[src/hw/vit_defines.svh]
`ifndef VIT_DEFINES_SVH
`define VIT_DEFINES_SVH

// ------------------------------
// rate 1/2 code, g = 7, 5 (octal)
// ------------------------------

`define VIT_K          3   // constraint length
`define VIT_STATE_NUM  4   // 2**(K-1) trellis states

// ------------------------------
// traceback sizes
// ------------------------------

`define VIT_TRB_LENGTH 16  // buffer length L, symbols
`define VIT_BANK_NUM   4   // banks of L decision words each
`define VIT_METRIC_W   6   // path metric width

`endif

[src/hw/vit_pkg.sv]
`default_nettype none

`include "vit_defines.svh"

package vit_pkg;

  // ------------------------------
  // trellis and metric types
  // ------------------------------

  // state bit 0 holds the newest input bit, bit 1 the one before
  typedef logic [$clog2(`VIT_STATE_NUM)-1:0] state_t;

  typedef logic [`VIT_METRIC_W-1:0] metric_t;

  typedef metric_t [`VIT_STATE_NUM-1:0] statem_t;   // one metric per state

  typedef logic [`VIT_STATE_NUM-1:0] decision_t;    // survivor bit per state

  // ------------------------------
  // traceback ram addressing
  // ------------------------------

  typedef logic [$clog2(`VIT_BANK_NUM)-1:0]   trb_bidx_t;  // bank index
  typedef logic [$clog2(`VIT_TRB_LENGTH)-1:0] trb_idx_t;   // word in bank

  typedef struct packed {
    trb_bidx_t bidx;
    trb_idx_t  addr;
  } trb_addr_t;

  // predecessor of state s, b is the bit shifted out of the register
  function automatic state_t pre_state(state_t s, logic b);
    return {b, s[`VIT_K-2:1]};
  endfunction

endpackage

`default_nettype wire

[src/hw/vit_trb_if.sv]
`default_nettype none

// decision words from the controller into the traceback ram
interface vit_trb_wr_if;
  import vit_pkg::*;

  logic      write;     // one cycle per word
  trb_addr_t waddr;
  logic      sop;
  logic      eop;
  decision_t decision;

  modport ctrl (output write, waddr, sop, eop, decision);
  modport ram  (input  write, waddr, sop, eop, decision);
endinterface

// traceback requests, regular and flush
interface vit_trb_cmd_if;
  import vit_pkg::*;

  logic      start;     // regular traceback, level
  trb_addr_t raddr;
  trb_idx_t  size_m1;
  state_t    state;
  logic      flush;     // end of frame, level
  trb_addr_t fraddr;
  trb_idx_t  fsize_m1;
  state_t    fstate;
  logic      rdy;       // engine idle

  modport ctrl   (output start, raddr, size_m1, state, flush, fraddr, fsize_m1, fstate,
                  input  rdy);
  modport engine (input  start, raddr, size_m1, state, flush, fraddr, fsize_m1, fstate,
                  output rdy);
endinterface

`default_nettype wire

[src/hw/vit_acs.sv]
`default_nettype none

`include "vit_defines.svh"

// sym[0] carries the g = 7 code bit, sym[1] the g = 5 bit
module vit_acs (
  input  logic               iclk,
  input  logic               ireset,
  input  logic               sop,
  input  logic               val,
  input  logic               eop,
  input  logic [1:0]         sym,
  output logic               oval,
  output logic               osop,
  output logic               oeop,
  output vit_pkg::statem_t   ostatem,
  output vit_pkg::decision_t odecision
);
  import vit_pkg::*;

  // start value for states the encoder cannot be in at sop
  localparam metric_t INIT_BIG = metric_t'(1 << (`VIT_METRIC_W - 2));

  statem_t   old_m;     // metrics entering this symbol
  statem_t   new_m;
  decision_t new_dec;

  // hamming distance between rx pair and branch p -> {p[0], u}
  function automatic metric_t branch_metric(state_t p, logic u, logic [1:0] rx);
    logic [1:0] code;
    code[0] = u ^ p[0] ^ p[1];  // g = 7
    code[1] = u ^ p[1];         // g = 5
    return metric_t'(rx[0] ^ code[0]) + metric_t'(rx[1] ^ code[1]);
  endfunction

  // ------------------------------
  // metric restart / normalization
  // ------------------------------

  always_comb begin
    logic all_top;
    all_top = 1'b1;
    for (int s = 0; s < `VIT_STATE_NUM; s++) begin
      all_top &= ostatem[s][`VIT_METRIC_W-1];
    end
    for (int s = 0; s < `VIT_STATE_NUM; s++) begin
      if (sop) begin
        old_m[s] = (s == 0) ? '0 : INIT_BIG;   // encoder starts in state 0
      end else begin
        old_m[s] = ostatem[s];
        if (all_top)
          old_m[s][`VIT_METRIC_W-1] = 1'b0;    // minus 2**(W-1) for all
      end
    end
  end

  // ------------------------------
  // add compare select
  // ------------------------------

  always_comb begin
    state_t  ps0;
    state_t  ps1;
    metric_t sum0;
    metric_t sum1;
    for (int s = 0; s < `VIT_STATE_NUM; s++) begin
      ps0  = pre_state(state_t'(s), 1'b0);
      ps1  = pre_state(state_t'(s), 1'b1);
      sum0 = old_m[ps0] + branch_metric(ps0, s[0], sym);
      sum1 = old_m[ps1] + branch_metric(ps1, s[0], sym);
      new_dec[s] = (sum1 < sum0);            // tie keeps bit 0
      new_m[s]   = new_dec[s] ? sum1 : sum0;
    end
  end

  always_ff @(posedge iclk or posedge ireset) begin
    if (ireset) begin
      oval <= 1'b0;
      osop <= 1'b0;
      oeop <= 1'b0;
    end else begin
      oval <= val;
      osop <= val & sop;
      oeop <= val & eop;
    end
  end

  always_ff @(posedge iclk) begin
    if (val) begin
      ostatem   <= new_m;
      odecision <= new_dec;
    end
  end

endmodule

`default_nettype wire

[src/hw/vit_best_state.sv]
`default_nettype none

module vit_best_state (
  input  logic             iclk,
  input  logic             ireset,
  input  logic             val,
  input  vit_pkg::statem_t statem,
  output logic             oval,
  output vit_pkg::state_t  ostate
);
  import vit_pkg::*;

  logic    val1;
  metric_t m_a;   // winner of states 0, 1
  state_t  s_a;
  metric_t m_b;   // winner of states 2, 3
  state_t  s_b;

  always_ff @(posedge iclk or posedge ireset) begin
    if (ireset) begin
      val1 <= 1'b0;
      oval <= 1'b0;
    end else begin
      val1 <= val;
      oval <= val1;
    end
  end

  always_ff @(posedge iclk) begin
    if (val) begin
      // strict less so the lower state wins a tie
      m_a <= (statem[1] < statem[0]) ? statem[1]    : statem[0];
      s_a <= (statem[1] < statem[0]) ? state_t'(1)  : state_t'(0);
      m_b <= (statem[3] < statem[2]) ? statem[3]    : statem[2];
      s_b <= (statem[3] < statem[2]) ? state_t'(3)  : state_t'(2);
    end
    if (val1)
      ostate <= (m_b < m_a) ? s_b : s_a;
  end

endmodule

`default_nettype wire

[src/hw/vit_trb_ctrl.sv]
`default_nettype none

`include "vit_defines.svh"

module vit_trb_ctrl (
  input  logic               iclk,
  input  logic               ireset,
  input  logic               sop,
  input  logic               val,
  input  logic               eop,
  input  vit_pkg::decision_t decision,
  input  vit_pkg::state_t    best_state,
  vit_trb_wr_if.ctrl         wr,
  vit_trb_cmd_if.ctrl        cmd
);
  import vit_pkg::*;

  localparam int L     = `VIT_TRB_LENGTH;
  localparam int DELAY = `VIT_K - 2;  // trigger is 1 cycle late already

  logic   wedge;                          // last write closed a buffer
  state_t pre_trb [`VIT_STATE_NUM];       // buffer start state per state

  // ------------------------------
  // ram write addressing
  // ------------------------------

  always_ff @(posedge iclk or posedge ireset) begin
    if (ireset) begin
      wr.write <= 1'b0;
      wr.waddr <= '0;
      wedge    <= 1'b0;
    end else begin
      wr.write <= val;
      if (val) begin
        if (sop | wedge) begin
          wr.waddr.bidx <= wr.waddr.bidx + 1'b1;   // fresh bank
          wr.waddr.addr <= '0;
          wedge         <= 1'b0;
        end else begin
          wr.waddr.addr <= wr.waddr.addr + 1'b1;
          wedge         <= (wr.waddr.addr == trb_idx_t'(L - 2));
        end
      end
    end
  end

  always_ff @(posedge iclk) begin
    if (val) begin
      wr.sop      <= sop;
      wr.eop      <= eop;
      wr.decision <= decision;
    end
  end

  // ------------------------------
  // pre traceback state
  // ------------------------------

  always_ff @(posedge iclk) begin
    state_t ps;
    if (val) begin
      for (int s = 0; s < `VIT_STATE_NUM; s++) begin
        ps = pre_state(state_t'(s), decision[s]);
        if (sop | wedge)
          pre_trb[s] <= ps;            // first symbol of the buffer
        else
          pre_trb[s] <= pre_trb[ps];   // follow survivor back
      end
    end
  end

  // ------------------------------
  // traceback triggers
  // ------------------------------

  logic val_d;
  logic do_start;
  logic do_stop;
  logic trb_offset;   // full buffer waiting for its traceback

  always_ff @(posedge iclk or posedge ireset) begin
    if (ireset) begin
      val_d      <= 1'b0;
      do_start   <= 1'b0;
      do_stop    <= 1'b0;
      trb_offset <= 1'b0;
    end else begin
      val_d    <= val;
      do_start <= val & sop;
      do_stop  <= val & eop;
      if (do_start | do_stop)
        trb_offset <= 1'b0;
      else if (val_d & wedge)
        trb_offset <= 1'b1;
    end
  end

  logic trb_start;
  logic trb_fstart;
  logic trb_flush;
  assign trb_start  = val_d & wedge & trb_offset;      // previous buffer now traceable
  assign trb_fstart = !trb_start & do_stop & trb_offset;
  assign trb_flush  = do_stop;                         // current bank, full or not

  // latch at trigger, consumed when best state arrives
  state_t    used_pre   [`VIT_STATE_NUM];
  state_t    used_f_pre [`VIT_STATE_NUM];
  trb_bidx_t trb_bidx;
  trb_bidx_t trb_f_bidx;
  trb_idx_t  trb_fsize;
  trb_addr_t trb_fraddr;

  always_ff @(posedge iclk) begin
    if (val_d & wedge)
      used_pre <= pre_trb;
    if (trb_fstart) begin
      used_f_pre <= pre_trb;
      trb_f_bidx <= wr.waddr.bidx - 1'b1;
    end
    if (trb_start)
      trb_bidx <= wr.waddr.bidx - 1'b1;
    if (trb_flush) begin
      trb_fsize  <= wr.waddr.addr;   // last written word
      trb_fraddr <= wr.waddr;
    end
  end

  // ------------------------------
  // align with best state search
  // ------------------------------

  logic [DELAY-1:0] start_line;
  logic [DELAY-1:0] fstart_line;
  logic [DELAY-1:0] flush_line;

  always_ff @(posedge iclk or posedge ireset) begin
    if (ireset) begin
      start_line  <= '0;
      fstart_line <= '0;
      flush_line  <= '0;
    end else begin
      start_line[0]  <= trb_start;
      fstart_line[0] <= trb_fstart;
      flush_line[0]  <= trb_flush;
      for (int i = 1; i < DELAY; i++) begin
        start_line[i]  <= start_line[i-1];
        fstart_line[i] <= fstart_line[i-1];
        flush_line[i]  <= flush_line[i-1];
      end
    end
  end

  logic st_trig;
  logic fl_trig;
  assign st_trig = start_line[DELAY-1] | fstart_line[DELAY-1];
  assign fl_trig = flush_line[DELAY-1];

  // ------------------------------
  // command outputs
  // ------------------------------

  always_ff @(posedge iclk or posedge ireset) begin
    if (ireset) begin
      cmd.start <= 1'b0;
      cmd.flush <= 1'b0;
    end else begin
      if (st_trig)
        cmd.start <= 1'b1;              // new request, or back to back
      else if (cmd.rdy)
        cmd.start <= 1'b0;              // taken by engine
      if (fl_trig)
        cmd.flush <= 1'b1;
      else if (!cmd.start & cmd.rdy)
        cmd.flush <= 1'b0;              // flush goes after any start
    end
  end

  assign cmd.size_m1 = trb_idx_t'(L - 1);   // regular traceback is always full

  always_ff @(posedge iclk) begin
    if (st_trig) begin
      cmd.raddr.bidx <= start_line[DELAY-1] ? trb_bidx : trb_f_bidx;
      cmd.raddr.addr <= trb_idx_t'(L - 1);
      cmd.state      <= start_line[DELAY-1] ? used_pre[best_state] : used_f_pre[best_state];
    end
    if (fl_trig) begin
      cmd.fsize_m1 <= trb_fsize;
      cmd.fraddr   <= trb_fraddr;
      cmd.fstate   <= best_state;
    end
  end

endmodule

`default_nettype wire

[src/hw/vit_trb_engine.sv]
`default_nettype none

`include "vit_defines.svh"

module vit_trb_engine (
  input  logic          iclk,
  input  logic          ireset,
  vit_trb_wr_if.ram     wr,
  vit_trb_cmd_if.engine cmd,
  output logic          dout,
  output logic          dout_val,
  output logic          dout_sop,
  output logic          dout_eop
);
  import vit_pkg::*;

  decision_t ram [`VIT_BANK_NUM*`VIT_TRB_LENGTH];   // {bidx, addr} index

  // ------------------------------
  // decision ram write side
  // ------------------------------

  logic frame_open;
  logic ram_we;

  always_ff @(posedge iclk or posedge ireset) begin
    if (ireset)
      frame_open <= 1'b0;
    else if (wr.write) begin
      if (wr.sop)
        frame_open <= !wr.eop;
      else if (wr.eop)
        frame_open <= 1'b0;
    end
  end

  assign ram_we = wr.write & (wr.sop | frame_open);   // drop words outside a frame

  always_ff @(posedge iclk) begin
    if (ram_we)
      ram[wr.waddr] <= wr.decision;
  end

  // ------------------------------
  // traceback walker
  // ------------------------------

  logic      take_start;
  logic      take_flush;
  logic      rd_act;      // read cycles
  logic      rd_first;
  trb_addr_t rd_addr;
  trb_idx_t  rd_cnt;      // reads left minus one
  logic      dv;          // ram data valid
  logic      dv_first;
  logic      dv_last;
  decision_t rd_dec;
  state_t    cur_state;

  assign take_start = cmd.start & cmd.rdy;
  assign take_flush = cmd.flush & !cmd.start & cmd.rdy;

  always_ff @(posedge iclk or posedge ireset) begin
    if (ireset) begin
      cmd.rdy  <= 1'b1;
      rd_act   <= 1'b0;
      rd_first <= 1'b0;
      dv       <= 1'b0;
      dv_first <= 1'b0;
      dv_last  <= 1'b0;
      dout_val <= 1'b0;
      dout_sop <= 1'b0;
      dout_eop <= 1'b0;
    end else begin
      if (take_start | take_flush) begin
        cmd.rdy  <= 1'b0;
        rd_act   <= 1'b1;
        rd_first <= 1'b1;
      end else if (rd_act) begin
        rd_first <= 1'b0;
        if (rd_cnt == '0)
          rd_act <= 1'b0;
      end
      if (dout_eop)
        cmd.rdy <= 1'b1;          // last bit is out
      dv       <= rd_act;
      dv_first <= rd_act & rd_first;
      dv_last  <= rd_act & (rd_cnt == '0);
      dout_val <= dv;
      dout_sop <= dv_first;
      dout_eop <= dv_last;
    end
  end

  always_ff @(posedge iclk) begin
    if (take_start | take_flush) begin
      rd_addr   <= take_start ? cmd.raddr   : cmd.fraddr;
      rd_cnt    <= take_start ? cmd.size_m1 : cmd.fsize_m1;
      cur_state <= take_start ? cmd.state   : cmd.fstate;
    end else begin
      if (rd_act) begin
        rd_addr.addr <= rd_addr.addr - 1'b1;   // backwards in the bank
        rd_cnt       <= rd_cnt - 1'b1;
      end
      if (dv) begin
        dout      <= cur_state[0];             // newest input bit of state
        cur_state <= pre_state(cur_state, rd_dec[cur_state]);
      end
    end
    rd_dec <= ram[rd_addr];
  end

endmodule

`default_nettype wire

[src/hw/vit_dec_top.sv]
`default_nettype none

module vit_dec_top (
  input  logic       iclk,
  input  logic       ireset,
  input  logic       sop,
  input  logic       val,
  input  logic       eop,
  input  logic [1:0] sym,
  output logic       dout,
  output logic       dout_val,
  output logic       dout_sop,
  output logic       dout_eop
);
  import vit_pkg::*;

  logic      acs_val;
  logic      acs_sop;
  logic      acs_eop;
  statem_t   acs_statem;
  decision_t acs_decision;
  state_t    best_state;

  vit_trb_wr_if  wr_if ();
  vit_trb_cmd_if cmd_if ();

  // metrics and decisions, 1 cycle
  vit_acs acs (
    .iclk      (iclk),
    .ireset    (ireset),
    .sop       (sop),
    .val       (val),
    .eop       (eop),
    .sym       (sym),
    .oval      (acs_val),
    .osop      (acs_sop),
    .oeop      (acs_eop),
    .ostatem   (acs_statem),
    .odecision (acs_decision)
  );

  // 2 cycles, the controller delay line matches it
  vit_best_state best (
    .iclk   (iclk),
    .ireset (ireset),
    .val    (acs_val),
    .statem (acs_statem),
    .oval   (),
    .ostate (best_state)
  );

  vit_trb_ctrl ctrl (
    .iclk       (iclk),
    .ireset     (ireset),
    .sop        (acs_sop),
    .val        (acs_val),
    .eop        (acs_eop),
    .decision   (acs_decision),
    .best_state (best_state),
    .wr         (wr_if.ctrl),
    .cmd        (cmd_if.ctrl)
  );

  vit_trb_engine engine (
    .iclk     (iclk),
    .ireset   (ireset),
    .wr       (wr_if.ram),
    .cmd      (cmd_if.engine),
    .dout     (dout),
    .dout_val (dout_val),
    .dout_sop (dout_sop),
    .dout_eop (dout_eop)
  );

endmodule

`default_nettype wire

[config.mk]
export PLATFORM = sky130hd
export DESIGN_NAME = vit_dec_top
export DESIGN_NICKNAME = d
export VERILOG_FILES = /design/src/hw/vit_pkg.sv /design/src/hw/vit_trb_if.sv /design/src/hw/vit_acs.sv /design/src/hw/vit_best_state.sv /design/src/hw/vit_trb_ctrl.sv /design/src/hw/vit_trb_engine.sv /design/src/hw/vit_dec_top.sv
export VERILOG_INCLUDE_DIRS = /design/src /design/src/hw
export SDC_FILE = /design/constraint.sdc
export NUM_CORES = 1
export LEC_CHECK = 0
export ABC_AREA = 1
export BUFFER_PORTS_ARGS = -buffer_cell sky130_fd_sc_hd__buf_2
export CAP_MARGIN = 20
export CELL_PAD_IN_SITES_DETAIL_PLACEMENT = 1
export CELL_PAD_IN_SITES_GLOBAL_PLACEMENT = 1
export CORE_ASPECT_RATIO = 0.7
export CORE_MARGIN = 5
export CORE_UTILIZATION = 35
export DETAILED_ROUTE_END_ITERATION = 16
export MAX_ROUTING_LAYER = met4
export PLACE_DENSITY = 0.65
export REMOVE_ABC_BUFFERS = 1
export SLEW_MARGIN = 20
export SYNTH_ARGS = -nofsm -noshare
export SYNTH_HDL_FRONTEND = slang
export SYNTH_SLANG_ARGS = --single-unit
[constraint.sdc]
create_clock -name iclk -period 7.33 [get_ports iclk]
set_input_delay 1.466 -clock iclk [delete_from_list [all_inputs] [get_ports iclk]]
set_output_delay 1.466 -clock iclk [all_outputs]
set_load 0.03 [all_outputs]
Word level (Yosys, flattened, before mapping)
Memories as Yosys holds them, arrays and structs flattened. A register that Yosys moved wholly into a read port is not among the register bits.
Index checks and enable logic that the tools add are counted.
{ "totals": {"reg_bits": 140, "ramBits": 256, "inputBits": 7, "out_inout_bits": 4, "word_cells": 216, "memories": 1} }
{ "memory_table": {"columns": ["name", "depth", "width", "read_ports", "rd_ports_with_merged_regs", "wr", "line", "rtl"], "rows": [
  ["engine.ram", 64, 4, 1, 1, 1, "vit_trb_engine.sv:17", "decision_t ram [`VIT_BANK_NUM*`VIT_TRB_LENGTH];"]
]} }
{ "op_classes": {"n_addsub": 17, "order_cmp": 13, "n_eq_ne": 1, "n_mux": 71, "bitwise": 31, "n_reduce_logical": 14} }
{ "op_table": {"columns": ["operator", "count"], "rows": [
  ["2-to-1 mux 6 bit", 11],
  ["adder 6 bit", 8],
  ["2-to-1 mux 2 bit", 22],
  ["less-than comparator 6 bit", 7],
  ["2-to-1 mux 1 bit", 25],
  ["binary-select mux 2 bit (select 2 bit)", 6],
  ["2-to-1 mux 4 bit", 6],
  ["AND 1 bit", 18],
  ["greater-or-equal comparator 3 bit, second input constant", 5],
  ["inverter 2 -> 3 bit", 5],
  ["nonzero test 2 bit", 7],
  ["adder 1 x 1 -> 2 bit", 4],
  ["subtractor 4 x 1 -> 4 bit, second input constant", 2],
  ["AND reduction 2 bit", 3],
  ["bitwise OR 1 bit", 5],
  ["adder 4 x 1 -> 4 bit, second input constant", 1],
  ["== test 4 bit, second input constant", 1],
  ["logical NOT 4 bit", 1],
  ["logical NOT 1 bit", 3],
  ["less-than comparator 2 x 3 -> 1 bit, second input constant", 1],
  ["inverter 1 bit", 3],
  ["adder 2 x 1 -> 2 bit, second input constant", 1],
  ["binary-select mux 1 bit (select 2 bit)", 1],
  ["subtractor 2 x 1 -> 2 bit, second input constant", 1]
]} }

Longest topological paths before layout
{ "logic_depth": {"word_depth": 8, "ltp_mapped": 20, "depth_no_buf": 20} }

By module
A second synthesis with hierarchy kept.
{ "hier_totals": {"cells_unflattened": 1857, "hier_area_um2": 18756.7} }
{ "by_module_without_submodules": {"columns": ["module", "n_inst", "cells_per_inst", "area_per_inst_um2", "seq_area_each_um2"], "rows": [
  ["vit_trb_engine", 1, 1056, 11753.8, 8409.3],
  ["vit_acs", 1, 435, 3109.2, 915.9],
  ["vit_trb_ctrl", 1, 221, 2682.6, 1961.9],
  ["vit_best_state", 1, 145, 1211.2, 530.5]
]} }

Worst setup path before layout
OpenSTA, ideal clock, no wires.
{ "synth_timing": {"path_kind": "input port to flip-flop", "start": "in sym[0]", "end": "reg acs.ostatem[17] in the netlist's numbering (data pin)", "setup_ps": 253, "arrival_time_ps": 3670, "t_required_ps": 7077, "slack_ps": 3407, "stages": 18, "path_buffers": 0, "path_cell_list": "inv_1 -> ha_1 -> inv_2 -> nand3_2 -> inv_1 -> ha_1 -> inv_1 -> nand2_1 -> nand2_1 -> xor2_1 -> inv_1 -> ha_1 -> nand2_1 -> nor2_1 -> a211oi_2 -> nand2_1 -> nand2_1 -> nand2_1"} }
{ "synth_lines": {"columns": ["item", "line", "rtl"], "rows": [
  ["start: declaration", "vit_dec_top.sv:9", "input logic [1:0] sym,"],
  ["end signal: assignment", "vit_acs.sv:90", "ostatem <= new_m;"],
  ["end: declaration", "vit_acs.sv:16", "output vit_pkg::statem_t ostatem,"]
]} }

==> results.yml <==
layout:
  fillers: 5658
  diodes: 0
  fin_util_pct: 39.47
  nNetsFinal: 1827
  fin_cells: 2467
  drive_above_1_share_pct: 6.079
  final_common_cell: "nand2_1"
  area_growth_pct: 10.93
  mostFrequentLayoutCells: "599 x nand2_1, 365 x edfxtp_1, 175 x nand3_1, 134 x inv_1, 131 x nor2_1"
floorplanning:
  start_util_pct: 35.58
  dieArea_sq_um: 56680
  fp.dieW_um: 282.4
  rows: 69
  ioPinCount: 11
  chipHeight_um: 200.7
  core_sq_um: 51110
worst_setup_path:
  r2r_setup_slack_ns: 4.04
  start_kind: "input port"
  cp.required_ns: 7.63
  crit_path_end_kind: "register"
  worst-setup-path-type: "in2reg"
  cp_max_fo: 24
  arrival_ns: 4.47
run:
  maxCapViolCount: 0
synthesis:
  synth.distinct_cells: 46
  synth.avg_cell_area_sq_um: 10.38
  synth_compound_area_share_pct: 4.039
  synth_simple_gate_area_share_pct: 21.38
  synthMuxAreaShare_pct: 0
  syn_inst: 1752
  synth_top_area_share_pct: 60.28
  async_flop_share_pct: 7.286
  yosys.area.top_type: "edfxtp_1"
  synth_flop_cell: "edfxtp_1"
  synth_top_family_by_area: "simple AND/OR/NAND/NOR gates"
  ys_ff_latch: 398
  synth_fa_ha_area_share_pct: 4.074
  synth_xor_area_share_pct: 1.328
  synth_warnings: 0
  yosys-top-cells-area: "edfxtp_1 60%, nand2_1 12%, nand3_1 4.8%, dfrtp_1 3.9%, ha_1 3.9%"
  synth-edff-count: 365
  syn-cell-area_sq_um: 18180
  yosysSeqAreaShare_pct: 64.72
drt:
  wirelength_um: 47130
  avgViaCountPerCell: 4.998
  final_antenna_net_count: 0
  drt_first_pass_iters: 6
  drcViolationCount: 0
  dr_total_vias: 12330
  wl_per_cell_um: 19.10
  drtIter0Drc: 1039
clock_network:
  cts_tree: "done"
  cts.sinks: 398
  h-tree-depth: 2
  clk_latency_ns: 0.56
  cts_setup_buffers: 0
  root_buffer: "clkbuf_16"
  cts_buffers: 41
  post_cts_resized: 0
  clk_pin_slew_ns: 0.06
  cts_hold_buf: 0
  cts_max_path_buffers: 3
placement:
  place_ws_ns: 2.620
  placed_cells_incl_taps: 2393
  io_buffers: 10
  dpl.hpwl_um: 31230
  place.gp.congestion: 0.8362
grt:
  antenna_found_initial: 0
  grt_pass1_vias: 12510
  grtUsageTotal_pct: 16.93
  overflow: 0
  grt_pass1_wl_um: 73370
  grt_max_degree: 98
pwr:
  ir_worst_vdd_uv: 152.7
  p_leak_nw: 7.946
  p_per_area_nw_per_um2: 293.7
timing:
  fin_crit_ns: 4.171
  relSlewSlack_pct: 28.91
  hold_violations: 0
  grt_setup_unrepaired: "false"
  drv_slew: 0
  setup_viol: 0
  worstMarginPinSlew_ns: 1.062
  clock.fmax_mhz: 239.8
  skew_ns: 0.02645
  final.setup.tns_ns: 0
  period_share_pct: 56.90
  setup_ws_ns: 3.159
worst_hold_path:
  holdCritPathClass: "reg2reg"
outcome:
  status: "finished, final reports clean"
[cell type report]
cell class | instances | area [sq um] | area share [%]
flip-flops and latches | 398 | 11770 | 58.34
multi-input cells | 1157 | 5609 | 27.81
clock buffers | 60 | 1139 | 5.645
well taps | 674 | 843.3 | 4.181
inverters | 142 | 534.3 | 2.649
repair buffers | 22 | 140.1 | 0.6947
clock inverters | 14 | 137.6 | 0.6823
[report_power, final]
part	switching (mW)	total [mW]	internal, mW
combinational	0.710	0.987	0.277
sequential	0.148	2.92	2.77
clock	0.865	2.02	1.15
total	1.72	5.92	4.20
[registers in the layout, summed over array words and instances, names as in the netlist, 4 cells and up]
register / count
ctrl.cmd.fraddr: 6
ctrl.wr.decision: 4
best.m_a: 6
ctrl.wr.waddr: 6
engine.rd_addr: 6
ctrl.used_pre: 8
acs.ostatem: 24
ctrl.trb_fsize: 4
engine.rd_dec: 4
engine.ram: 256
ctrl.pre_trb: 8
best.m_b: 6
acs.odecision: 4
ctrl.used_f_pre: 8
engine.rd_cnt: 4
[worst paths after layout]
kind	startpoint	depth (start not counted)	end
min in group asynchronous	ireset	3	engine.dout_val
worst min register to register	engine.dv_last	0	engine.dout_eop
worst max-delay path	sop	14	acs.ostatem[17]
worst max register to register	engine.rd_addr[0]	11	engine.rd_dec[3]
worst min-delay path	engine.dv_last	0	engine.dout_eop
max in group asynchronous	ireset	3	engine.cmd.rdy
[layer usage]
layer / track usage, % / share of wire [%]
met1: 25.57 / 51
met2: 24.16 / 42
met3: 2.535 / 5.2
met4: 3.930 / 2.0
met5: - / 0
[worst max-delay path, cell delays in order]
cell and delay (ns):
buf_2 0.20, inv_2 0.42, nand2_1 0.29, nor2_1 0.22
nand2_1 0.08, o21ai_0 0.35, inv_1 0.08, ha_1 0.30
a21oi_1 0.16, nor2_1 0.06, a211oi_2 0.37, nand2_1 0.28
nand2_1 0.13, nand2_1 0.05
[cells by family after synthesis]
family                   Yosys count
AND/OR/NAND/NOR                  941
flip-flops                       398
buffers and inverters            197
AO/OA/AOI/OAI                    133
adder cells (fa/ha/maj)           58
XOR/XNOR                          25
[synthesized netlist by cell type (all sizes together) (4+ instances only)]
library cell  number
o21ai             56
ha                56
xor2              20
xnor2              5
inv              139
edfxtp           365
dfxtp              4
a21oi             56
nor3               5
a211oi             5
nand4              5
nand3            183
clkbuf            13
nand2            608
dfrtp             28
nor2             137
o32ai              5
buf               42
[metrics by stage]
step	hold WS [ns]	cell area (sq um)	power [mW]
floorplan	0.3312	17900	3.548
global placement	0.3347	18890	3.922
detailed placement	0.3372	18890	3.955
CTS	0.3506	20170	5.986
global route	0.3547	20170	6.244
finish	0.3475	20170	5.924
Power figures use the tool's default switching activity.
